$ cat src/design/exec_params.svh
// widths, data memory depth and pipeline depths of the execution back end
`ifndef EXEC_PARAMS_SVH
`define EXEC_PARAMS_SVH

// datapath and physical tag widths
`define EXEC_XLEN 32
`define EXEC_TAG_W 8

// 32-bit words in the data memory
`define EXEC_MEM_WORDS 256

`define EXEC_MUL_STAGES 3
`define EXEC_DIV_CYCLES 32

`endif
$ cat src/design/exec_pkg.sv
// exec_pkg: datapath types, op classes, stage records and divider states
`default_nettype none

`include "exec_params.svh"

package exec_pkg;

    typedef logic [`EXEC_XLEN-1:0]  xlen_t;
    typedef logic [31:0]            pc_t;
    typedef logic [`EXEC_TAG_W-1:0] ptag_t;
    typedef logic [2:0]             funct3_t;

    typedef enum logic [2:0] {
        CLS_ALU,
        CLS_LOAD,
        CLS_STORE,
        CLS_MUL,
        CLS_DIV
    } op_class_e;

    // micro-op as it leaves the reservation stations
    typedef struct packed {
        logic      valid;
        op_class_e cls;
        funct3_t   funct3;
        logic      alt;
        xlen_t     a;
        xlen_t     b;
        xlen_t     imm;
        pc_t       pc;
        ptag_t     tag;
    } issue_op_t;

    // result is the alu value, or the address for loads and stores
    typedef struct packed {
        logic      valid;
        op_class_e cls;
        funct3_t   funct3;
        xlen_t     result;
        xlen_t     store_data;
        pc_t       pc;
        ptag_t     tag;
    } ex_op_t;

    typedef struct packed {
        logic  valid;
        xlen_t value;
        pc_t   pc;
        ptag_t tag;
    } cpl_t;

    typedef enum logic [1:0] {
        DIV_IDLE,
        DIV_RUN,
        DIV_DONE
    } div_state_e;

endpackage

`default_nettype wire

$ cat src/design/div_unit.sv
// div_unit: iterative unsigned divide and remainder, one quotient bit per cycle
`timescale 1ns/1ps
`default_nettype none

`include "exec_params.svh"

module div_unit (
    input  logic                clk,
    input  logic                reset,
    input  logic                kill,
    input  exec_pkg::issue_op_t op,
    output exec_pkg::cpl_t      cpl,
    output logic                done
);
    import exec_pkg::*;

    localparam int CNT_W = $clog2(`EXEC_DIV_CYCLES);

    div_state_e         state;
    logic [CNT_W-1:0]   cnt;
    xlen_t              quo;
    xlen_t              rem;
    xlen_t              dvs;
    funct3_t            fn;
    pc_t                pc;
    ptag_t              tag;
    logic [`EXEC_XLEN+1:0] diff;
    logic               neg;

    // trial subtract of the shifted partial remainder
    assign diff = {1'b0, rem, quo[`EXEC_XLEN-1]} - {2'b00, dvs};
    assign neg  = diff[`EXEC_XLEN+1];

    always_ff @(posedge clk or posedge reset) begin
        if (reset) begin
            state <= DIV_IDLE;
            cnt   <= '0;
        end else if (kill) begin
            state <= DIV_IDLE;
        end else begin
            case (state)
                DIV_IDLE: begin
                    cnt <= '0;
                    if (op.valid) state <= DIV_RUN;
                end
                DIV_RUN: begin
                    cnt <= cnt + 1'b1;
                    if (cnt == CNT_W'(`EXEC_DIV_CYCLES - 1)) state <= DIV_DONE;
                end
                default: state <= DIV_IDLE;
            endcase
        end
    end

    // divisor zero keeps every trial positive: all-ones quotient, dividend remainder
    always_ff @(posedge clk) begin
        if (state == DIV_IDLE) begin
            quo <= op.a;
            rem <= '0;
            dvs <= op.b;
            fn  <= op.funct3;
            pc  <= op.pc;
            tag <= op.tag;
        end else if (state == DIV_RUN) begin
            quo <= {quo[`EXEC_XLEN-2:0], !neg};
            rem <= neg ? {rem[`EXEC_XLEN-2:0], quo[`EXEC_XLEN-1]} : diff[`EXEC_XLEN-1:0];
        end
    end

    assign done = (state == DIV_DONE);
    assign cpl  = '{valid: done, value: (fn == 3'd7) ? rem : quo, pc: pc, tag: tag};

endmodule

`default_nettype wire

$ cat config.mk
export PLATFORM = sky130hd
export DESIGN_NAME = div_unit
export DESIGN_NICKNAME = d
export VERILOG_FILES = /design/src/design/exec_pkg.sv /design/src/design/div_unit.sv
export VERILOG_INCLUDE_DIRS = /design/src /design/src/design
export SDC_FILE = /design/constraint.sdc
export NUM_CORES = 1
export LEC_CHECK = 0
export ABC_AREA = 1
export BUFFER_PORTS_ARGS = -buffer_cell sky130_fd_sc_hd__buf_2
export CAP_MARGIN = 5
export CORE_ASPECT_RATIO = 0.8
export CORE_UTILIZATION = 30
export DETAILED_ROUTE_END_ITERATION = 16
export HOLD_SLACK_MARGIN = 0.1
export MAX_ROUTING_LAYER = met4
export PLACE_DENSITY = 0.61
export SYNTH_ARGS = -nofsm -noshare
export SYNTH_HDL_FRONTEND = slang
export SYNTH_SLANG_ARGS = --single-unit
$ cat constraint.sdc
create_clock -name clk -period 10 [get_ports clk]
set_input_delay 1 -clock clk [delete_from_list [all_inputs] [get_ports clk]]
set_output_delay 1 -clock clk [all_outputs]
set_load 0.01 [all_outputs]
# Word-level counts from Yosys, hierarchy flattened
# Cells that the tools add are included.
totals:
  reg_bits: 146
  inputBits: 147
  output_inout_bits: 74
  elab_cells: 31
op_classes:
  n_addsub: 2
  bitwise: 1
  n_eq_ne: 6
  mux: 9
  n_reduce_logical: 5
ops:
  columns: ["operator", "count"]
  rows:
  - ["32-bit 2-to-1 mux", 4]
  - ["33-bit by 32-bit subtractor with 34-bit output", 1]
  - ["5-bit one-hot mux with 2 select lines", 1]
  - ["2-bit 2-to-1 mux", 3]
  - ["3-bit inequality test (second input constant)", 2]
  - ["5-bit by 1-bit adder with 5-bit output (second input constant)", 1]
  - ["5-bit equality test (second input constant)", 1]
  - ["2-bit one-hot mux with 2 select lines", 1]
  - ["2-bit AND reduction", 2]
  - ["3-bit equality test (second input constant)", 1]
  - ["2-bit by 1-bit equality test with 1-bit output (second input constant)", 1]
  - ["2-bit equality test (second input constant)", 1]
  - ["2-bit logical NOT", 1]
  - ["2-bit nonzero test", 1]
  - ["1-bit logical NOT", 1]
  - ["1-bit inverter", 1]

# Depth between registers and ports, before layout
# Gate-level depths: netlist of run 1.
logic_depth:
  word_depth: 4
  depth_mapped: 17
  depth_no_buf: 16

# Worst setup path after synthesis of run 1
# OpenSTA, ideal clock, no wires.
synth_path:
  path_type: "register to register"
  start: "register state[1]"
  end: "register dvs[0], enable pin"
  n_path_buf: 2
  arrival_time_ps: 3009
  setup_time_ps: 468
  period_less_slack_ps: 3477
  setup_slack_ps: 6523
  required_time_ps: 9532
  path_stages_with_launch: 4
  path_cell_list: "dfrtp_1 -> clkbuf_1 -> nor2_1 -> clkbuf_1"
synth_via:
  elab_chain_cells: 1
synth_rtl:
  columns: ["item", "line_no", "text"]
  rows:
  - ["from (decl)", "div_unit.sv:19", "div_state_e state;"]
  - ["from (signal assigned)", "div_unit.sv:36", "state <= DIV_IDLE;"]
  - ["from (signal assigned)", "div_unit.sv:39", "state <= DIV_IDLE;"]
  - ["from (signal assigned)", "div_unit.sv:44", "if (op.valid) state <= DIV_RUN;"]
  - ["2-bit logical NOT", "div_unit.sv:57", "if (state == DIV_IDLE) begin"]
  - ["to (signal assigned)", "div_unit.sv:60", "dvs <= op.b;"]
  - ["to (decl)", "div_unit.sv:23", "xlen_t dvs;"]
# No other way between the ends.
# A chain may end at the register's enable or synchronous reset.

==> metrics.txt, run 1 <==
status=complete, no violations; syn_nets=1284; Die W=190 um; Slowest Stage Delay on Critical Path=800 ps; FF-to-FF Start=rem[23]; post-synthesis area per instance=7.66 um^2; Slew headroom=0.285; Clock Tree Buf Depth=2; Leak=0.00535 uW; Initial Util=0.308; WP data arrival=2570 ps; most common cell in the netlist=nand2_1; Worst-Margin Slew=1070 ps; # diodes=0; final core utilization=0.375; Slowest cell on crit path=nand3_2; reg-to-reg slack, setup=7360 ps; hpwl dp=18500 um; Avg WL per Cell=14.3 um; Critical Path, Cell by Cell=nand3_2, o21ai_0, buf_2; # rows=54; switching power total=476 uW; Post-Syn Instances=1102; Hold WC Path Type=register to register; first-pass GRT wire length=38600 um; YS warnings=0; core area=0.0274 mm^2; setup TNS=0 ps; Max Clock Skew=12.5 ps; Worst path depth=3; Ports=221; TritonCTS clock tree=done; CP Capture Type=output pin; WHS Path Cells=2; multi-input logic area=0.00355 mm^2; Placed Cells=1625; worst path bufs/invs=1; Post-DRT Antenna Nets=0; combinational share of power=0.148; Final nets=1462; R2R depth=12; Area contributors post-synth=edfxtp_1, nand2_1, inv_1; clock slew at reported path FFs=70 ps; leading area contributor after synthesis=edfxtp_1; Area Growth Syn to Fin=21.9%; CP Max Fanout=63; vias in the first global route=7421; gpl congestion=0.903; H-Tree Depth=4; Post-Layout Cell Count=1657; switching part of the total=0.295; sequential power share=0.457; Post-DP Area=0.00970 mm^2; Unique masters post-synth=37; Worst R2R End=rem[22]; CTS resizes=0; Slew Limit Fails=0; Int Pwr=1140 uW; Max IR drop VDD=0.106 mV; final hold violations=0; Detailed Routing Iterations Pass 1=5; CP Launch Type=register; FF/Latch Area=0.00403 mm^2; area share of the largest cell type after synthesis=0.381; dominant synthesized flop cell=edfxtp_1; die height=152 um; Max-Cap Viols=0; fin crit share=0.357; Routed WL=23600 um; residual DRC count=0; kind of critical path=register to output pin; Max Clock Freq=0.280 GHz; final instance area=0.0103 mm^2; Post-CTS Setup Bufs=0; total CTS buffers=17; layout cells sized above 1=0.195; Cell Area, Synth=0.00844 mm^2; later-pin clock latency in the skew report=430 ps; Worst Hold Endpoint=rem[14]; crit-path leading delay family=simple AND/OR/NAND/NOR gates; die area=0.0288 mm^2; number of synthesized register bits=146; Power Density=157 mW/mm^2; worst hold slack=467 ps; synth cell count leaders=nand2_1, inv_1, edfxtp_1, nand3_1, nor2_1; gr usage total=0.175; Post-synth EDFFs=107; clk sinks=146; initial antenna violation count=0; 1st-iter DRT viols=455; fin crit period=3570 ps; register area share after synthesis=0.477; power share of the clock group=0.395; Port Buffers=184; CP Data Required Time=9000 ps; Async S/R FF share, synth=0.0479; RSZ-0062 raised after global routing=false; Fill cells=2957; final setup fails=0; clock root cell=clkbuf_16; Vias=7411; Congestion Overflow GR=0; # hold bufs at CTS=0; HP Start=rem[14]; routed vias/inst=4.47; largest net degree at the start of global routing=64
## state kept, by name (all words and copies together) (netlist names)
register	count
state	2
rem	32
fn	3
tag	8
dvs	32
cnt	5
quo	32
pc	32
## cell type report
type                       instances  share of cell area
sequential                       146               0.392
tap                              364              0.0443
clock buffer                      17              0.0413
multi-input combinational        736               0.345
inverter                         191              0.0697
timing repair buffer             188              0.0924
clock inverter                    15              0.0157
## cell families (layout without fill, tap and decap cells)
group,after synthesis,in the layout,synth area share
AOI/OAI and AO/OA,71,71,0.0456
xor gates and xnor gates,16,16,0.0166
adders and majority gates,35,35,0.0528
buffers and inverters,220,411,0.104
DFF,146,146,0.477
muxes,1,1,0.00133
and+or+nand+nor,613,613,0.302
## layout by cell type, fill, tap and decap left out, types with 4 or more instances in the layout
cell / n
dfxtp_1: 32
edfxtp_1: 107
nand2_1: 435
buf_4: 4
inv_8: 5
xnor2_1: 15
clkbuf_16: 17
nand4_1: 10
a21oi_1: 16
nand3_1: 90
nor2_4: 4
inv_2: 7
dfrtp_1: 7
inv_1: 183
nand2_2: 6
nor2_1: 50
ha_1: 34
o21ai_1: 13
buf_2: 184
nor2_2: 4
o21ai_0: 33
inv_6: 4
## power by group through the flow
stage / clock network [uW] / registers [uW] / logic, uW
6_report: 638 / 736 / 238
5_1_grt: 673 / 743 / 270
4_1_cts: 646 / 737 / 241
3_5_place_dp: 0 / 749 / 240
3_3_place_gp: 0 / 748 / 240
2_1_floorplan: 0 / 754 / 135
## worst reg2reg max path: stages (launching register included)
cell	delay, ps
dfxtp_1	460
ha_1	350
nand2_2	150
inv_2	30
nand2_1	70
nand3_2	100
a21oi_4	180
nor2_4	60
nor2_8	430
nand2_4	360
nand2_1	230
nand3_1	90
nand2_1	70
## metrics by stage
stage	power [uW]	setup WS (ps)
2_1_floorplan	889	6520
3_3_place_gp	987	6870
3_5_place_dp	989	6840
4_1_cts	1620	6370
5_1_grt	1690	6190
6_report	1610	6430
## worst max-delay path by stage
stage,from,endpoint
CTS,fn[1],cpl[57]
detailed placement,fn[1],cpl[57]
global route,fn[1],cpl[57]
floorplan,state[1],dvs[0]
global placement,fn[2],cpl[57]
finish,fn[1],cpl[57]
## routing by layer
layer  vias up  global-route usage  share of wire
met5         -                   -              0
met4         0              0.0445          0.011
met3        19              0.0340          0.051
met2       211               0.265           0.43
met1      3366               0.239           0.51
li1       3815                   -              -
Power figures use the tool's default switching activity.
==> run 2, diff against run 1 <==
- clock period: 10 -> 3.6 ns (I/O delays scaled with it)
==> metrics.txt, run 2 (synthesized netlist as in run 1, its figures left out) <==
CP Max Fanout=63 (unchanged); Placed Cells=1626 (was 1625); die height=152 um (unchanged); largest net degree at the start of global routing=107 (was 64); Slew Limit Fails=0 (unchanged); Congestion Overflow GR=0 (unchanged); core area=0.0274 mm^2 (unchanged); 1st-iter DRT viols=478 (was 455); Max Clock Freq=0.341 GHz; residual DRC count=0 (unchanged); hpwl dp=18100 um (was 18500 um); Hold WC Path Type=primary input to register (was register to register); final hold violations=0 (unchanged); Avg WL per Cell=14.2 um (was 14.3 um); clock root cell=clkbuf_16 (unchanged); Post-Layout Cell Count=1720 (was 1657); routed vias/inst=4.48 (was 4.47); Worst-Margin Slew=1070 ps (about the same); total power=4580 uW (was 1610 uW); Final nets=1524 (was 1462); CP Capture Type=output pin (unchanged); Max IR drop VDD=0.288 mV (was 0.106 mV); Detailed Routing Iterations Pass 1=5 (unchanged); die area=0.0288 mm^2 (unchanged); later-pin clock latency in the skew report=440 ps (was 430 ps); status=complete, no violations (unchanged); CP Data Required Time=3240 ps (was 9000 ps); Initial Util=0.308 (unchanged); # rows=54 (unchanged); final setup fails=0 (unchanged); clk sinks=146 (unchanged); Leak=0.00563 uW (was 0.00535 uW); Post-DRT Antenna Nets=0 (unchanged); Die W=190 um (unchanged); Ports=221 (unchanged); fin crit period=2930 ps; most frequent cells in the layout=nand2_1, buf_2, inv_1 (unchanged); gr usage total=0.181 (was 0.175); total CTS buffers=17 (unchanged); CP Launch Type=register (unchanged); H-Tree Depth=4 (unchanged); Routed WL=24400 um (was 23600 um); clock slew at reported path FFs=80 ps (was 70 ps); gpl congestion=0.895 (was 0.903); TritonCTS clock tree=done (unchanged); worst hold slack=109 ps (was 467 ps); vias in the first global route=7707 (was 7421); Max-Cap Viols=0 (unchanged); Clock Tree Buf Depth=2 (unchanged); kind of critical path=register to output pin (unchanged); fin crit share=0.814; Area Growth Syn to Fin=29.6% (was 21.9%); Port Buffers=184 (unchanged); WP data arrival=2570 ps (about the same); Slew headroom=0.285 (about the same); Power Density=419 mW/mm^2 (was 157 mW/mm^2); RSZ-0062 raised after global routing=false (unchanged); layout cells sized above 1=0.187 (was 0.195); Post-CTS Setup Bufs=0 (unchanged); first-pass GRT wire length=40100 um (was 38600 um); Vias=7706 (was 7411); commonest non-fill, non-tap cell in the layout=nand2_1 (unchanged); Max Clock Skew=16.1 ps (was 12.5 ps); setup TNS=0 ps (unchanged); initial antenna violation count=1 (was 0)
run 2: changes by cell type in the layout (fill, tap and decap cells not counted), sizes merged:
cell	delta
clkinv	+2
dlygate4sd3	+61
clkinvlp	-1
inv	-1
buf	+1
diode	+1
run 2: routing by layer:
layer | track usage | wire, um
met4 | 0.0399 | 218
met2 | 0.273 | 10700
met1 | 0.258 | 12400
met5 | - | 0
met3 | 0.0236 | 1120
run 2: per-stage QoR:
stage	setup WS (ps)	cell area, um^2	util
2_1_floorplan	123	8440	-
5_1_grt	396	10900	0.399
3_3_place_gp	1020	9720	0.354
6_report	669	10900	0.399
3_5_place_dp	1030	9720	0.354
4_1_cts	617	10900	0.399
run 2: final timing paths:
path	from	end	slack, ps	depth (start not counted)
hold / removal	op[25]	pc[17]	110	1
setup / recovery	fn[2]	cpl[57]	670	3
min in group asynchronous	reset	cnt[0]	390	3
max in group asynchronous	reset	state[1]	2990	3
setup reg to reg	dvs[17]	rem[30]	990	11
hold reg to reg	rem[26]	rem[26]	470	2
run 2: repair_timing:
action                                  4_1_cts  5_1_grt
endpoints found under the setup margin        0        0
resized for setup                             0        0
endpoints found under the hold margin        67        0
hold buffers                                 61        0
run 2: power breakdown:
group | leakage [uW] | internal (uW) | switching [uW] | total [uW]
Clock | 0.000296 | 940 | 869 | 1810
Sequential | 0.00146 | 1980 | 64.2 | 2050
Combinational | 0.00387 | 289 | 435 | 724
Total | 0.00563 | 3210 | 1370 | 4580
run 2: critical path, stage by stage (launching register included):
cell      delay, ps
edfxtp_1        340
nand3_2         800
o21ai_0         750
buf_2           240
run 2: layout make-up:
| class | instances | area, um^2 |
|---|---|---|
| diodes | 1 | 2.50 |
| clock buffers | 17 | 425 |
| clock inverters | 15 | 180 |
| fillers | 2894 | 16500 |
| inverters | 191 | 717 |
| multi-input cells | 736 | 3550 |
| flip-flops and latches | 146 | 4030 |
| well taps | 364 | 455 |
| repair buffers | 250 | 1580 |
==> run 3, diff against run 2 <==
- clock period: 3.6 -> 2.7 ns (I/O delays scaled with it)
==> metrics.txt, run 3 (synthesized netlist as in run 1, its figures left out) <==
core area=0.0274 mm^2 (unchanged); Max Clock Freq=0.408 GHz; fin crit share=0.908; # diodes=0 (was 1); Avg WL per Cell=14.1 um (was 14.2 um); HP Start=op[143] (was op[25]); later-pin clock latency in the skew report=430 ps (was 440 ps); Die W=190 um (unchanged); final hold violations=0 (unchanged); clk sinks=146 (unchanged); CP Data Required Time=3010 ps (was 3240 ps); Clock Tree Buf Depth=2 (unchanged); Slew headroom=0.615 (was 0.285); Max-Cap Viols=0 (unchanged); clock root cell=clkbuf_16 (unchanged); largest net degree at the start of global routing=70 (was 107); Port Buffers=184 (unchanged); CP Max Fanout=4 (was 63); final worst setup slack=247 ps (was 669 ps); TritonCTS clock tree=done (unchanged); hpwl dp=18600 um (was 18100 um); Slew Limit Fails=0 (unchanged); Setup WS pre-CTS=234 ps (was 1030 ps); status=complete, no violations (unchanged); setup TNS=0 ps (unchanged); Initial Util=0.308 (unchanged); first-pass GRT wire length=40300 um (was 40100 um); Post-DP Area=0.00981 mm^2 (was 0.00972 mm^2); Power Density=557 mW/mm^2 (was 419 mW/mm^2); 1st-iter DRT viols=572 (was 478); clock slew at reported path FFs=70 ps (was 80 ps); fin crit period=2450 ps; gpl congestion=0.901 (was 0.895); Hold WC Path Type=primary input to register (unchanged); Leak=0.00576 uW (was 0.00563 uW); initial antenna violation count=0 (was 1); CP Launch Type=register (unchanged); Final nets=1552 (was 1524); gr usage total=0.183 (was 0.181); total CTS buffers=17 (unchanged); die height=152 um (unchanged); # rows=54 (unchanged); routed vias/inst=4.45 (was 4.48); Ports=221 (unchanged); Congestion Overflow GR=0 (unchanged); Max Clock Skew=12.1 ps (was 16.1 ps); Worst-Margin Slew=578 ps (was 1070 ps); Max IR drop VDD=0.418 mV (was 0.288 mV); CP Launch Point=quo[31] (was fn[2]); most frequent cells in the layout=nand2_1, buf_2, inv_1 (unchanged); Post-DRT Antenna Nets=0 (unchanged); RSZ-0062 raised after global routing=false (unchanged); layout cells sized above 1=0.192 (was 0.187); Routed WL=24600 um (was 24400 um); H-Tree Depth=4 (unchanged); vias in the first global route=7767 (was 7707); Post-CTS Setup Bufs=0 (unchanged); Vias=7773 (was 7706); final instance area=0.0112 mm^2 (was 0.0109 mm^2); Area Growth Syn to Fin=32.8% (was 29.6%); residual DRC count=0 (unchanged); commonest non-fill, non-tap cell in the layout=nand2_1 (unchanged); WP data arrival=2770 ps (was 2570 ps); kind of critical path=register to register (was register to output pin); FF-to-FF Start=quo[31] (was dvs[17]); Detailed Routing Iterations Pass 1=4 (was 5); final setup fails=0 (unchanged); die area=0.0288 mm^2 (unchanged); CP Capture Type=register (was output pin)
## run 3: changes by cell type in the layout (fill, tap and decap cells not counted), sizes merged, moves of 2 or more
cell and delta:
dlygate4sd3 +17, buf +11, clkinv -4, bufinv +2
## run 3: per-stage QoR
step	hold WS, ps	utilization	std cells	total power [uW]
floorplan	73.4	-	1102	3290
global placement	218	0.357	1637	3680
detailed placement	228	0.357	1637	3680
CTS	100	0.409	1747	6290
global route	104	0.409	1747	6520
finish	111	0.409	1747	6240
## run 3: worst max-delay path, stage by stage, from the launching register on
cell and delay (ps):
edfxtp_1 380, inv_1 160, ha_1 170, inv_1 70, fa_1 410, nand3_1 110
nand3_1 170, nand2_1 100, nand2_1 130, nand2_1 90, nand2_1 90, xnor2_1 230
nand2_1 110, nand3_1 80, nand2_1 60
## run 3: layer usage
| layer | vias to the layer above | share of wire | global-route usage |
|---|---|---|---|
| met2 | 199 | 0.45 | 0.280 |
| met4 | 0 | 0.0047 | 0.0300 |
| met5 | - | 0 | - |
| met1 | 3575 | 0.49 | 0.254 |
| li1 | 3989 | - | - |
| met3 | 10 | 0.056 | 0.0335 |
## run 3: final timing paths
path / end / cells after the start / slack, ps
max in group asynchronous: state[1] / 3 / 2150
worst min register to register: rem[16] / 2 / 460
worst min-delay path: state[0] / 3 / 110
min in group asynchronous: cnt[1] / 3 / 330
worst max register to register: rem[12] / 14 / 250
worst max-delay path: rem[12] / 14 / 250
## run 3: layout make-up
cell class	count	area, um^2
inverter	191	717
clock buffer	18	439
fill	2833	16200
timing repair buffer	278	1830
tap	364	455
sequential	146	4030
clock inverter	14	184
multi-input combinational	736	3550
## run 3: what timing repair did
| item | in CTS | in global routing |
|---|---|---|
| endpoints found under the setup margin | 0 | 1 |
| hold buffers | 78 | 0 |
| endpoints found under the hold margin | 84 | 0 |
| resized for setup | 0 | 1 |
## run 3: power by group
part | leakage (uW) | internal, uW | switching (uW)
Sequential | 0.00146 | 2640 | 83.0
Clock | 0.000304 | 1440 | 1080
Combinational | 0.00400 | 413 | 590
Total | 0.00576 | 4490 | 1750
