--- src/design/exec_params.svh ---
// widths, data memory depth and pipeline depths of the execution back end
`ifndef EXEC_PARAMS_SVH
`define EXEC_PARAMS_SVH

// datapath and physical tag widths
`define EXEC_XLEN 32
`define EXEC_TAG_W 8

// 32-bit words in the data memory
`define EXEC_MEM_WORDS 256

`define EXEC_MUL_STAGES 3
`define EXEC_DIV_CYCLES 32

`endif
--- src/design/exec_pkg.sv ---
// exec_pkg: datapath types, op classes, stage records and divider states
`default_nettype none

`include "exec_params.svh"

package exec_pkg;

    typedef logic [`EXEC_XLEN-1:0]  xlen_t;
    typedef logic [31:0]            pc_t;
    typedef logic [`EXEC_TAG_W-1:0] ptag_t;
    typedef logic [2:0]             funct3_t;

    typedef enum logic [2:0] {
        CLS_ALU,
        CLS_LOAD,
        CLS_STORE,
        CLS_MUL,
        CLS_DIV
    } op_class_e;

    // micro-op as it leaves the reservation stations
    typedef struct packed {
        logic      valid;
        op_class_e cls;
        funct3_t   funct3;
        logic      alt;
        xlen_t     a;
        xlen_t     b;
        xlen_t     imm;
        pc_t       pc;
        ptag_t     tag;
    } issue_op_t;

    // result is the alu value, or the address for loads and stores
    typedef struct packed {
        logic      valid;
        op_class_e cls;
        funct3_t   funct3;
        xlen_t     result;
        xlen_t     store_data;
        pc_t       pc;
        ptag_t     tag;
    } ex_op_t;

    typedef struct packed {
        logic  valid;
        xlen_t value;
        pc_t   pc;
        ptag_t tag;
    } cpl_t;

    typedef enum logic [1:0] {
        DIV_IDLE,
        DIV_RUN,
        DIV_DONE
    } div_state_e;

endpackage

`default_nettype wire

--- src/design/exec_ctrl.sv ---
// exec_ctrl: issue handshake, routing by op class, divider busy flag and flush
`timescale 1ns/1ps
`default_nettype none

module exec_ctrl (
    input  logic                clk,
    input  logic                reset,
    input  logic                flush,
    input  exec_pkg::issue_op_t issue,
    output logic                issue_ready,
    output exec_pkg::issue_op_t alu_in,
    output exec_pkg::issue_op_t mul_in,
    output exec_pkg::issue_op_t div_in,
    input  logic                div_done,
    output logic                kill
);
    import exec_pkg::*;

    logic run_q;
    logic div_busy;
    logic accept;
    logic is_mul;
    logic is_div;

    // divider frees the issue port in its done cycle
    assign issue_ready = run_q && (!div_busy || div_done);
    assign accept      = issue.valid && issue_ready && !flush;
    assign is_mul      = (issue.cls == CLS_MUL);
    assign is_div      = (issue.cls == CLS_DIV);
    assign kill        = flush;

    always_ff @(posedge clk or posedge reset) begin
        if (reset) begin
            run_q    <= 1'b0;
            div_busy <= 1'b0;
            alu_in   <= '0;
            mul_in   <= '0;
            div_in   <= '0;
        end else begin
            run_q <= 1'b1;
            if (flush) begin
                div_busy <= 1'b0;
            end else if (accept && is_div) begin
                div_busy <= 1'b1;
            end else if (div_done) begin
                div_busy <= 1'b0;
            end
            alu_in       <= issue;
            alu_in.valid <= accept && !is_mul && !is_div;
            mul_in       <= issue;
            mul_in.valid <= accept && is_mul;
            div_in       <= issue;
            div_in.valid <= accept && is_div;
        end
    end

endmodule

`default_nettype wire

--- config.mk ---
export PLATFORM = sky130hd
export DESIGN_NAME = exec_ctrl
export DESIGN_NICKNAME = d
export VERILOG_FILES = /design/src/design/exec_pkg.sv /design/src/design/exec_ctrl.sv
export VERILOG_INCLUDE_DIRS = /design/src /design/src/design
export SDC_FILE = /design/constraint.sdc
export NUM_CORES = 1
export LEC_CHECK = 0
export BUFFER_PORTS_ARGS = -buffer_cell sky130_fd_sc_hd__buf_2
export CORE_AREA = 4 4 222 224
export CTS_CLUSTER_SIZE = 10
export DETAILED_ROUTE_END_ITERATION = 8
export DIE_AREA = 0 0 226 228
export GPL_ROUTABILITY_DRIVEN = 0
export GPL_TIMING_DRIVEN = 0
export HOLD_SLACK_MARGIN = 0.08
export SYNTH_ARGS = -nofsm -noshare
export SYNTH_HDL_FRONTEND = slang
export SYNTH_SLANG_ARGS = --single-unit
export TNS_END_PERCENT = 50
--- constraint.sdc ---
create_clock -name clk -period 10.2 [get_ports clk]
set_input_delay 2.04 -clock clk [delete_from_list [all_inputs] [get_ports clk]]
set_output_delay 2.04 -clock clk [all_outputs]
set_load 0.1 [all_outputs]
Word-level counts from Yosys, hierarchy flattened
Index checks and enable logic that the tools add are counted.

word-level totals
  flip-flop bits (word level) = 148
  input port bits = 148
  output and inout port bits = 434
  word-level logic and storage cells = 31

operators by class
  equal/unequal tests = 2
  muxes and demuxes = 3
  reductions and logical operators = 13

operators with widths
  operator                                             count
  logical AND 1 bit                                    7
  zero test 1 bit                                      4
  equality test 3 x 2 -> 1 bit, second input constant  1
  equality test 3 bit, second input constant           1
  two-way mux 1 bit                                    3
  nonzero test 3 bit                                   1
  logical OR 1 bit                                     1

Depth between registers and ports, before layout
Gate-level depths: netlist of run 1.

  depth after elaboration = 8
  depth in mapped cells = 3
  gate-level depth less buffers = 3

Worst setup path after synthesis of run 1
Ideal clock, no wire load.

  path type = input to output
  start = in div_done
  end = out issue_ready
  arrival time = 2.921 ns
  setup slack = 5.239 ns
  cell stages on the path = 2
  path through = nand2b_1 -> and2_1

on the way
  cells in the longest elaborated chain, start to end = 2

ends and longest elaborated chain
  item               RTL line         text
  from (decl)        exec_ctrl.sv:14  input logic div_done,
  logical OR 1 bit   exec_ctrl.sv:26  assign issue_ready = run_q && (!div_busy || div_done);
  logical AND 1 bit  exec_ctrl.sv:26
  to (decl)          exec_ctrl.sv:10  output logic issue_ready,

No other way between the ends.

Worst setup path after layout of run 1
Ends and elaborated chain as after synthesis.

==> impl_metrics.csv, run 1 <==
group,metric,value,unit
die,initial_core_util,12.55,%
hold_path,min_path_type,"reg -> reg",
outcome,status,"finished, final reports clean",
worst_setup_path,end_kind,"primary output",
cts,clock-sinks,148,
final_layout,final_cell_mix,"581 x buf_2, 287 x buf_4, 148 x dfrtp_1, 17 x clkbuf_16, 5 x clkinvlp_4",
synth,synthCells,448,
synth,syn_nets,596,
global_route,grtUsageTotal,8.583,%
worst_setup_path,reg2reg_slack,9.26,ns
hold_path,hold_start,"div_busy",
hold_path,hold_depth,2,
worst_setup_path,reg2regPathDepth,3,
placement,hpwl,19.67,mm
sta,fmax,204.9,MHz
worst_setup_path,crit_path_frequent_cell,"buf_2",
die,coreArea,0.04735,sq mm
worst_setup_path,rr_endpoint,"mul_in[143]",
global_route,grt_max_degree,79,
synth,syn_avg_cell_area,13.27,sq um
cts,hold_buffers,0,
sta,setup_tns,0,ns
sta,finalCritPeriodShare,47.84,%
cts,path_clk_slew,0.06,ns
die,row_count,80,
routing,drc,0,
final_layout,layout-drive-gt1-share,84.75,%
worst_setup_path,rr_startpoint,"div_busy",
die,dieHeight,228,um
hold_path,min_to,"div_busy",
worst_setup_path,critPathRequiredTime,8.16,ns
sta,whs,0.5749,ns
sta,finalSetupViolations,0,
cts,clockBufferDepth,2,
global_route,grt-ovfl-total,0,
sta,finClkSkew,0.0002324,ns
worst_setup_path,path_class,"in -> out",
final_layout,fin_nets,1197,
routing,routed-via-count,4944,
worst_setup_path,cp.arrival,2.84,ns
routing,antenna_left,0,
die,dieArea,0.05153,sq mm
cts,cts_root_buf,"clkbuf_16",
die,num_io_pins,582,
cts,insertion_delay,0.45,ns
synth,syn_area,0.005943,sq mm
final_layout,syn_to_final_growth,72.84,%
sta,period_needed,4.880,ns
cts,ctsResizeCount,0,
synth,yosys_warnings,0,
synth,synth_cell_types,14,
job,maxCapViolations,0,
global_route,antenna_found_initial,6,
die,dieWidth,226,um
synth,ys_seq_elements,148,
placement,port_buffers,581,
final_layout,mostFrequentLayoutCell,"buf_2",
global_route,grt_pass1_vias,5033,
routing,drt_wl_total,22.88,mm
worst_setup_path,cp_max_fo,4,
cts,cts_tree,"done",
power_and_ir_drop,powerDensity,213.2,mW/mm^2
worst_setup_path,slowest_stage,"buf_2",
global_route,grt_pass1_wl,31.67,mm
worst_setup_path,start_kind,"input pin",
worst_setup_path,path_cells,"buf_2 -> nand2b_1 -> and2_1 -> buf_2",
worst_setup_path,max_stage_delay,0.44,ns
sta,slew-limit-headroom,54.56,%
cts,cts_buffers,17,
power_and_ir_drop,leakage,5.726,nW
synth,ys_seq_area_share,62.32,%
routing,first_pass_iters,4,
routing,wl_per_cell,13.64,um
final_layout,final_util,21.70,%
sta,hold_violations,0,
routing,drtIter0Drc,103,
final_layout,final_cells,1678,
cts,cts_setup_buffers,0,
routing,drt-vias-per-instance,2.946,
placement,dpl.cell_count,1645,
power_and_ir_drop,peakVddDrop,0.07957,mV
sta,maxSlewViolCount,0,
cts,cts-htree-levels,4,
sta,rsz0062_at_grt,"no",
sta,worst_pin_slew,0.6816,ns
## routing by layer
layer	vias to the layer above	global-route usage [%]	wire (um)
li1	2298	-	-
met1	2249	8.760	8114
met2	361	14.74	11380
met3	28	4.538	2929
met4	8	3.407	402
met5	-	0	55
## cells in the mapped netlist
cell         n  share of area, %
and2_1       1              0.11
buf_4      287                36
conb_1       1             0.063
dfrtp_1    148                62
inv_1        1             0.063
nand2_1      1             0.063
nand2b_1     2              0.21
nand4b_1     1              0.15
nand4bb_1    1              0.19
nor2_1       1             0.063
nor3_1       1             0.084
nor3b_2      1              0.21
o21bai_1     1              0.13
o22ai_1      1              0.11
## worst max-delay path, delay by kind of cell
kind	cells	cell delay, ns
buffers and inverters	2	0.51
AND/OR/NAND/NOR	2	0.28
## power by group
| group | switching, mW | total [mW] | internal (mW) |
|---|---|---|---|
| clock network | 0.255 | 0.664 | 0.409 |
| registers | 0.0301 | 0.647 | 0.617 |
| logic | 0.734 | 0.880 | 0.145 |
## stage by stage
step	worst slack (ns)	total power, mW	area, sq um
floorplan	4.180	1.403	5943
global placement	2.497	1.538	9620
detailed placement	5.320	1.543	9653
CTS	5.312	2.231	10270
global route	5.282	2.264	10270
finish	5.320	2.190	10270
## cells by family (layout without fill, tap and decap cells)
group	Yosys count	after routing	share of synthesized area (%)
AOI/OAI and AO/OA	2	2	0.2317
buffers and inverters	288	902	36.32
DFF	148	148	62.32
other	1	2	0.06310
and+or+nand+nor	9	9	1.073
## state kept, by name (all words and copies together), names as in the netlist
register	cells
alu_in	1
div_busy	1
div_in	144
mul_in	1
run_q	1
## how the worst max path moves through the flow
| stage | endpoint | slack [ns] | start |
|---|---|---|---|
| final | issue_ready | 5.32 | div_done |
| after detailed placement | issue_ready | 5.32 | div_done |
| after CTS | issue_ready | 5.31 | div_done |
| after global placement | div_in[35] | 2.50 | reset |
| after floorplan | alu_in[143] | 4.18 | reset |
| after global routing | issue_ready | 5.28 | div_done |
## layout make-up
cell class,count,area (sq um)
buffer,287,2155
sequential,148,3704
fill,5149,37070
inverter,1,8.758
timing repair buffer,582,2935
antenna,1,2.502
tap,615,769.5
clock inverter,12,180.2
multi-input combinational,12,81.33
clock buffer,20,436.7
(Power assumes the default switching activity.)
==> inputs of run 2 (changes only) <==
--- a/config.mk
+++ b/config.mk
@@ -7,10 +7,10 @@
 export NUM_CORES = 1
 export LEC_CHECK = 0
 export BUFFER_PORTS_ARGS = -buffer_cell sky130_fd_sc_hd__buf_2
-export CORE_AREA = 4 4 222 224
+export CORE_AREA = 4 4 224 226
 export CTS_CLUSTER_SIZE = 10
 export DETAILED_ROUTE_END_ITERATION = 8
-export DIE_AREA = 0 0 226 228
+export DIE_AREA = 0 0 228 230
 export GPL_ROUTABILITY_DRIVEN = 0
 export GPL_TIMING_DRIVEN = 0
 export HOLD_SLACK_MARGIN = 0.08
==> constraint.sdc (replaced) <==
create_clock -name clk -period 4.8 [get_ports clk]
set_input_delay 0.96 -clock clk [delete_from_list [all_inputs] [get_ports clk]]
set_output_delay 0.96 -clock clk [all_outputs]
set_load 0.1 [all_outputs]
==> run 2 against run 1 <==
  * Clock-buffer cell count did not move
  * Worst setup slack got worse by 3.3 ns
  * Clock power increased by 110%
  * Register-to-register slack worse by 5.4 ns
  * Final cell count increased by 0.48%
  * Design area is 0.19% higher
  * Wire length shrank 7.1%
  * Combinational power grew 110%
  * First-iteration DRC count decreased by 3.9%
  * Global-route usage fell by 0.65 points
  * Sequential cell count stayed put
  * Via count is 0.51% lower
  * Critical endpoint unchanged
==> impl_metrics.csv, run 2 (same netlist as run 1, synthesis figures left out) <==
group,metric,value,unit
sta,fmax,366.2,MHz
outcome,status,"finished, final reports clean",
cts,cts_root_buf,"clkbuf_16",
die,coreArea,0.04834,sq mm
hold_path,min_path_type,"reg -> reg",
cts,path_clk_slew,0.06,ns
sta,hold_violations,0,
worst_setup_path,start_kind,"input pin",
final_layout,fin_nets,1199,
worst_setup_path,path_cells,"buf_2 -> nand2b_1 -> and2_1 -> buf_2",
final_layout,syn_to_final_growth,73.18,%
worst_setup_path,cp.arrival,1.77,ns
job,maxCapViolations,0,
power_and_ir_drop,clkPwrFrac,29.7,%
worst_setup_path,critPathRequiredTime,3.84,ns
sta,rsz0062_at_grt,"no",
global_route,grt_max_degree,43,
cts,cts_setup_buffers,0,
cts,cts_tree,"done",
sta,finalCritPeriodShare,56.89,%
sta,slew-limit-headroom,49.25,%
hold_path,hold_depth,2,
die,initial_core_util,12.29,%
global_route,grt_pass1_wl,30.81,mm
worst_setup_path,path_class,"in -> out",
routing,routed-via-count,4919,
final_layout,final_cell_mix,"581 x buf_2, 287 x buf_4, 148 x dfrtp_1, 17 x clkbuf_16, 4 x clkinv_2",
global_route,grt-ovfl-total,0,
cts,ctsResizeCount,0,
global_route,grt_pass1_vias,5265,
worst_setup_path,max_stage_delay,0.43,ns
final_layout,layout-drive-gt1-share,84.87,%
power_and_ir_drop,powerDensity,447.9,mW/mm^2
placement,port_buffers,581,
final_layout,largest_register,"div_in",
sta,finClkSkew,0.002983,ns
routing,wl_per_cell,12.61,um
routing,drt-vias-per-instance,2.918,
worst_setup_path,crit_path_frequent_cell,"buf_2",
placement,hpwl,18.23,mm
cts,cts_buffers,17,
routing,drc,0,
sta,finalSetupViolations,0,
worst_setup_path,reg2regPathDepth,3,
final_layout,largest_reg_flops,144,
cts,insertion_delay,0.45,ns
worst_setup_path,rr_startpoint,"div_busy",
power_and_ir_drop,p_int,2.453,mW
power_and_ir_drop,leakage,5.749,nW
worst_setup_path,path_buf_inv,2,
cts,cts-htree-levels,4,
routing,antenna_left,0,
die,dieWidth,228,um
global_route,antenna_found_initial,5,
power_and_ir_drop,switching_share,46.79,%
worst_setup_path,cp_max_fo,4,
cts,hold_buffers,0,
final_layout,fill_cells,5251,
die,dieHeight,230,um
global_route,grtUsageTotal,7.937,%
cts,clockBufferDepth,2,
sta,setup_tns,0,ns
final_layout,diodes,0,
routing,drtIter0Drc,99,
final_layout,mostFrequentLayoutCell,"buf_2",
die,num_io_pins,582,
routing,drt_wl_total,21.27,mm
sta,period_needed,2.731,ns
power_and_ir_drop,peakVddDrop,0.1379,mV
sta,worst_pin_slew,0.7596,ns
die,dieArea,0.05244,sq mm
hold_path,min_to,"alu_in[143]",
worst_setup_path,reg2reg_slack,3.88,ns
final_layout,final_util,21.29,%
die,row_count,81,
sta,maxSlewViolCount,0,
worst_setup_path,crit_family,"buffers and inverters",
hold_path,hold_start,"run_q",
power_and_ir_drop,p_seq_share,29.8,%
power_and_ir_drop,power_frac_comb,40.5,%
cts,clock-sinks,148,
routing,first_pass_iters,4,
worst_setup_path,critical_path_depth,4,
worst_setup_path,end_kind,"primary output",
worst_setup_path,rr_endpoint,"mul_in[143]",
power_and_ir_drop,switchingPower,2.157,mW
worst_setup_path,slowest_stage,"buf_2",
## run 2: how the worst max path moves through the flow
| stage | startpoint | endpoint | slack (ns) |
|---|---|---|---|
| floorplan | reset | alu_in[143] | 1.98 |
| global placement | reset | div_in[20] | 1.05 |
| detailed placement | div_done | issue_ready | 2.04 |
| CTS | div_done | issue_ready | 2.04 |
| global route | div_done | issue_ready | 2.03 |
| finish | div_done | issue_ready | 2.07 |
## run 2: layout make-up
class	instances	area [sq um]	share of cell area, %
flip-flops and latches	148	3704	35.98
repair buffers	584	2968	28.84
multi-input cells	12	81.33	0.7902
plain buffers	287	2155	20.93
well taps	622	778.2	7.561
clock buffers	20	446.7	4.340
clock inverters	12	152.6	1.483
inverters	1	7.507	0.07294
## run 2: through the flow
stage                     worst slack, ns  power (mW)  hold WS [ns]  cells  cell area [sq um]
after global placement              1.050       3.259        0.5597   1651               9633
after global routing                2.026       4.775        0.5554   1686              10290
after detailed placement            2.040       3.272        0.5786   1654               9693
after floorplan                     1.979       2.981        0.5222    448               5947
after CTS                           2.043       4.692        0.5464   1686              10290
final                               2.069       4.610        0.5847   1686              10290
## run 2: power by group through the flow
stage | clock network, mW | registers, mW | logic, mW
6_report | 1.37 | 1.37 | 1.87
3_3_place_gp | 0 | 1.39 | 1.87
3_5_place_dp | 0 | 1.39 | 1.88
5_1_grt | 1.48 | 1.38 | 1.91
2_1_floorplan | 0 | 1.84 | 1.15
4_1_cts | 1.44 | 1.37 | 1.88
## run 2: tightest hold or removal path, cell delays in order (launching register included)
cell      delay [ns]
dfrtp_1         0.38
nand4b_1        0.11
nor2_1          0.05
## run 2: layer usage
layer / part of all wire (%) / vias to the layer above / global-route usage (%)
met3: 13 / 36 / 4.732
met1: 33 / 2236 / 7.534
li1: - / 2291 / -
met5: 0.26 / - / 0
met2: 52 / 346 / 13.86
met4: 2.0 / 10 / 3.463
==> inputs of run 3 (changes only) <==
--- a/config.mk
+++ b/config.mk
@@ -6,6 +6,7 @@
 export SDC_FILE = /design/constraint.sdc
 export NUM_CORES = 1
 export LEC_CHECK = 0
+export ABC_AREA = 1
 export BUFFER_PORTS_ARGS = -buffer_cell sky130_fd_sc_hd__buf_2
 export CORE_AREA = 4 4 224 226
 export CTS_CLUSTER_SIZE = 10
==> constraint.sdc (replaced) <==
create_clock -name clk -period 2.55 [get_ports clk]
set_input_delay 0.51 -clock clk [delete_from_list [all_inputs] [get_ports clk]]
set_output_delay 0.51 -clock clk [all_outputs]
set_load 0.1 [all_outputs]
==> run 3 against run 2 <==
  * Register-to-register slack got worse by 2.2 ns
  * Power increased by 88%
  * Global-route usage decreased by 0.10 points
  * Design area increased by 0.19%
  * Combinational power increased by 88%
  * Core utilization about the same
  * Clock-buffer cell count unchanged
  * Largest power group unchanged
  * Non-clock buffer count unchanged
  * Worst hold slack got worse by 0.42 ns
  * Final cell count increased by 0.53%
  * Critical path type is now reg -> out
  * Synthesized area increased by 0.23%
==> impl_metrics.csv, run 3 <==
group,metric,value,unit
final_layout,mostFrequentLayoutCell,"buf_2",
synth,synth_area_leaders,"dfrtp_1 62%, buf_4 36%, a21boi_4 0.32%, inv_1 0.32%, nand2_1 0.32%",
worst_setup_path,reg2reg_slack,1.73,ns
hold_path,min_path_type,"in -> reg",
power_and_ir_drop,power_frac_comb,40.6,%
synth,yosys_warnings,0,
sta,hold_violations,0,
routing,routed-via-count,4960,
global_route,antenna_found_initial,3,
hold_path,min_to,"div_in[12]",
final_layout,largest_register,"div_in",
synth,synthTopCellsByCount,"287 x buf_4, 148 x dfrtp_1, 5 x inv_1, 5 x nand2_1, 5 x nor2_1",
sta,finalSetupViolations,0,
global_route,grt_pass1_wl,30.60,mm
synth,yosysTopAreaCell,"dfrtp_1",
die,dieWidth,228,um
die,coreArea,0.04834,sq mm
synth,synth_flop_cell,"dfrtp_1",
synth,syn_area,0.005957,sq mm
synth,yosysMostFrequentCell,"buf_4",
routing,wl_per_cell,12.36,um
die,dieHeight,230,um
synth,syn_nets,603,
routing,antenna_left,0,
cts,cts_tree,"done",
power_and_ir_drop,switchingPower,4.054,mW
sta,slew-limit-headroom,50.94,%
placement,pre_cts_slack,0.7975,ns
worst_setup_path,start_kind,"flip-flop",
final_layout,final_cells,1695,
sta,period_needed,1.985,ns
global_route,grt-ovfl-total,0,
worst_setup_path,cp.arrival,1.47,ns
cts,cts_buffers,17,
power_and_ir_drop,p_seq_share,29.8,%
worst_setup_path,rr_startpoint,"div_busy",
synth,synth_edf_count,0,
cts,clockBufferDepth,2,
worst_setup_path,reg2regPathDepth,3,
cts,cts_setup_buffers,0,
global_route,grt_max_degree,44,
sta,rsz0062_at_grt,"no",
hold_path,hold_start,"issue[12]",
routing,drc,0,
final_layout,syn_to_final_growth,73.12,%
sta,finalCritPeriodShare,77.83,%
routing,drt-vias-per-instance,2.926,
power_and_ir_drop,p_int,4.618,mW
cts,cts-htree-levels,4,
final_layout,final_util,21.33,%
sta,whs,0.1620,ns
cts,path_clk_slew,0.06,ns
synth,synth_top_cell_area_share,62.17,%
cts,cts_root_buf,"clkbuf_16",
power_and_ir_drop,leakage,5.787,nW
job,maxCapViolations,0,
worst_setup_path,rr_endpoint,"alu_in[143]",
global_route,grtUsageTotal,7.834,%
sta,worst_pin_slew,0.7343,ns
synth,synth_cell_types,9,
worst_setup_path,critPathRequiredTime,2.04,ns
power_and_ir_drop,peakVddDrop,0.3670,mV
sta,maxSlewViolCount,0,
final_layout,largest_reg_flops,144,
power_and_ir_drop,powerDensity,840.9,mW/mm^2
worst_setup_path,end_kind,"primary output",
final_layout,fin_nets,1206,
die,row_count,81,
placement,port_buffers,581,
worst_setup_path,path_class,"reg -> out",
synth,ys_async_sr_fraction,100.0,%
power_and_ir_drop,switching_share,46.75,%
sta,fmax,503.9,MHz
synth,synthCells,455,
sta,worst_slack,0.5653,ns
placement,hpwl,17.79,mm
routing,first_pass_iters,4,
final_layout,layout-drive-gt1-share,84.31,%
die,num_io_pins,582,
placement,dpl.cell_count,1661,
outcome,status,"finished, final reports clean",
global_route,grt_pass1_vias,5298,
cts,ctsResizeCount,0,
cts,hold_buffers,0,
cts,clock-sinks,148,
hold_path,hold_depth,1,
power_and_ir_drop,clkPwrFrac,29.6,%
die,initial_core_util,12.32,%
worst_setup_path,cp_max_fo,3,
final_layout,final_cell_mix,"581 x buf_2, 287 x buf_4, 148 x dfrtp_1, 17 x clkbuf_16",
die,dieArea,0.05244,sq mm
sta,finClkSkew,0.0003743,ns
synth,syn_avg_cell_area,13.09,sq um
routing,drtIter0Drc,106,
synth,ys_seq_elements,148,
final_layout,fill_cells,5188,
routing,drt_wl_total,20.95,mm
cts,insertion_delay,0.45,ns
synth,ys_seq_area_share,62.17,%
==> run 3: critical path: stages (launching register included) <==
cell,delay [ns]
dfrtp_1,0.41
a21boi_4,0.18
buf_2,0.44
==> run 3: worst max path at each step <==
stage                startpoint     endpoint  slack [ns]
floorplan                 reset  alu_in[143]        0.18
global placement          reset  div_in[116]       -0.72
detailed placement     div_done  issue_ready        0.80
CTS                 div_in[124]  mul_in[124]        0.48
global route           div_busy  issue_ready        0.46
finish                 div_busy  issue_ready        0.57
==> run 3: logic make-up after synthesis <==
logic type | share of synthesized area, %
flip-flops | 62.17
AND/OR/NAND/NOR | 0.9661
buffers and inverters | 36.48
other | 0.06295
AO/OA/AOI/OAI | 0.3151
==> run 3: power groups by stage <==
stage | Sequential [mW] | Clock, mW | Combinational [mW]
final | 2.59 | 2.57 | 3.52
after global routing | 2.60 | 2.80 | 3.60
after CTS | 2.59 | 2.73 | 3.54
after detailed placement | 2.63 | 0 | 3.54
after global placement | 2.62 | 0 | 3.51
after floorplan | 3.45 | 0 | 2.16
==> run 3: final cells by class <==
type                    count  area, sq um  share of cell area, %
clock buffers              20        446.7                  4.331
flip-flops and latches    148         3704                  35.91
repair buffers            584         2968                  28.78
inverters                   5        22.52                 0.2184
clock inverters            12        153.9                  1.492
well taps                 622        778.2                  7.547
diodes                      2        5.005                0.04853
multi-input cells          15        80.08                 0.7765
plain buffers             287         2155                  20.89
==> run 3: layer usage <==
layer | global-route usage [%] | wire length, um | vias up
met5 | 0 | 0 | -
met1 | 8.162 | 7633 | 2301
met3 | 3.568 | 2143 | 23
met2 | 13.52 | 10750 | 330
met4 | 3.636 | 416 | 0
li1 | - | - | 2306
==> run 3: per-stage QoR <==
stage	TNS [ns]	cell area [sq um]	total power [mW]
2_1_floorplan	0	5961	5.613
3_3_place_gp	-101.76	9647	6.138
3_5_place_dp	0	9707	6.162
4_1_cts	0	10310	8.853
5_1_grt	0	10310	9.003
6_report	0	10310	8.672
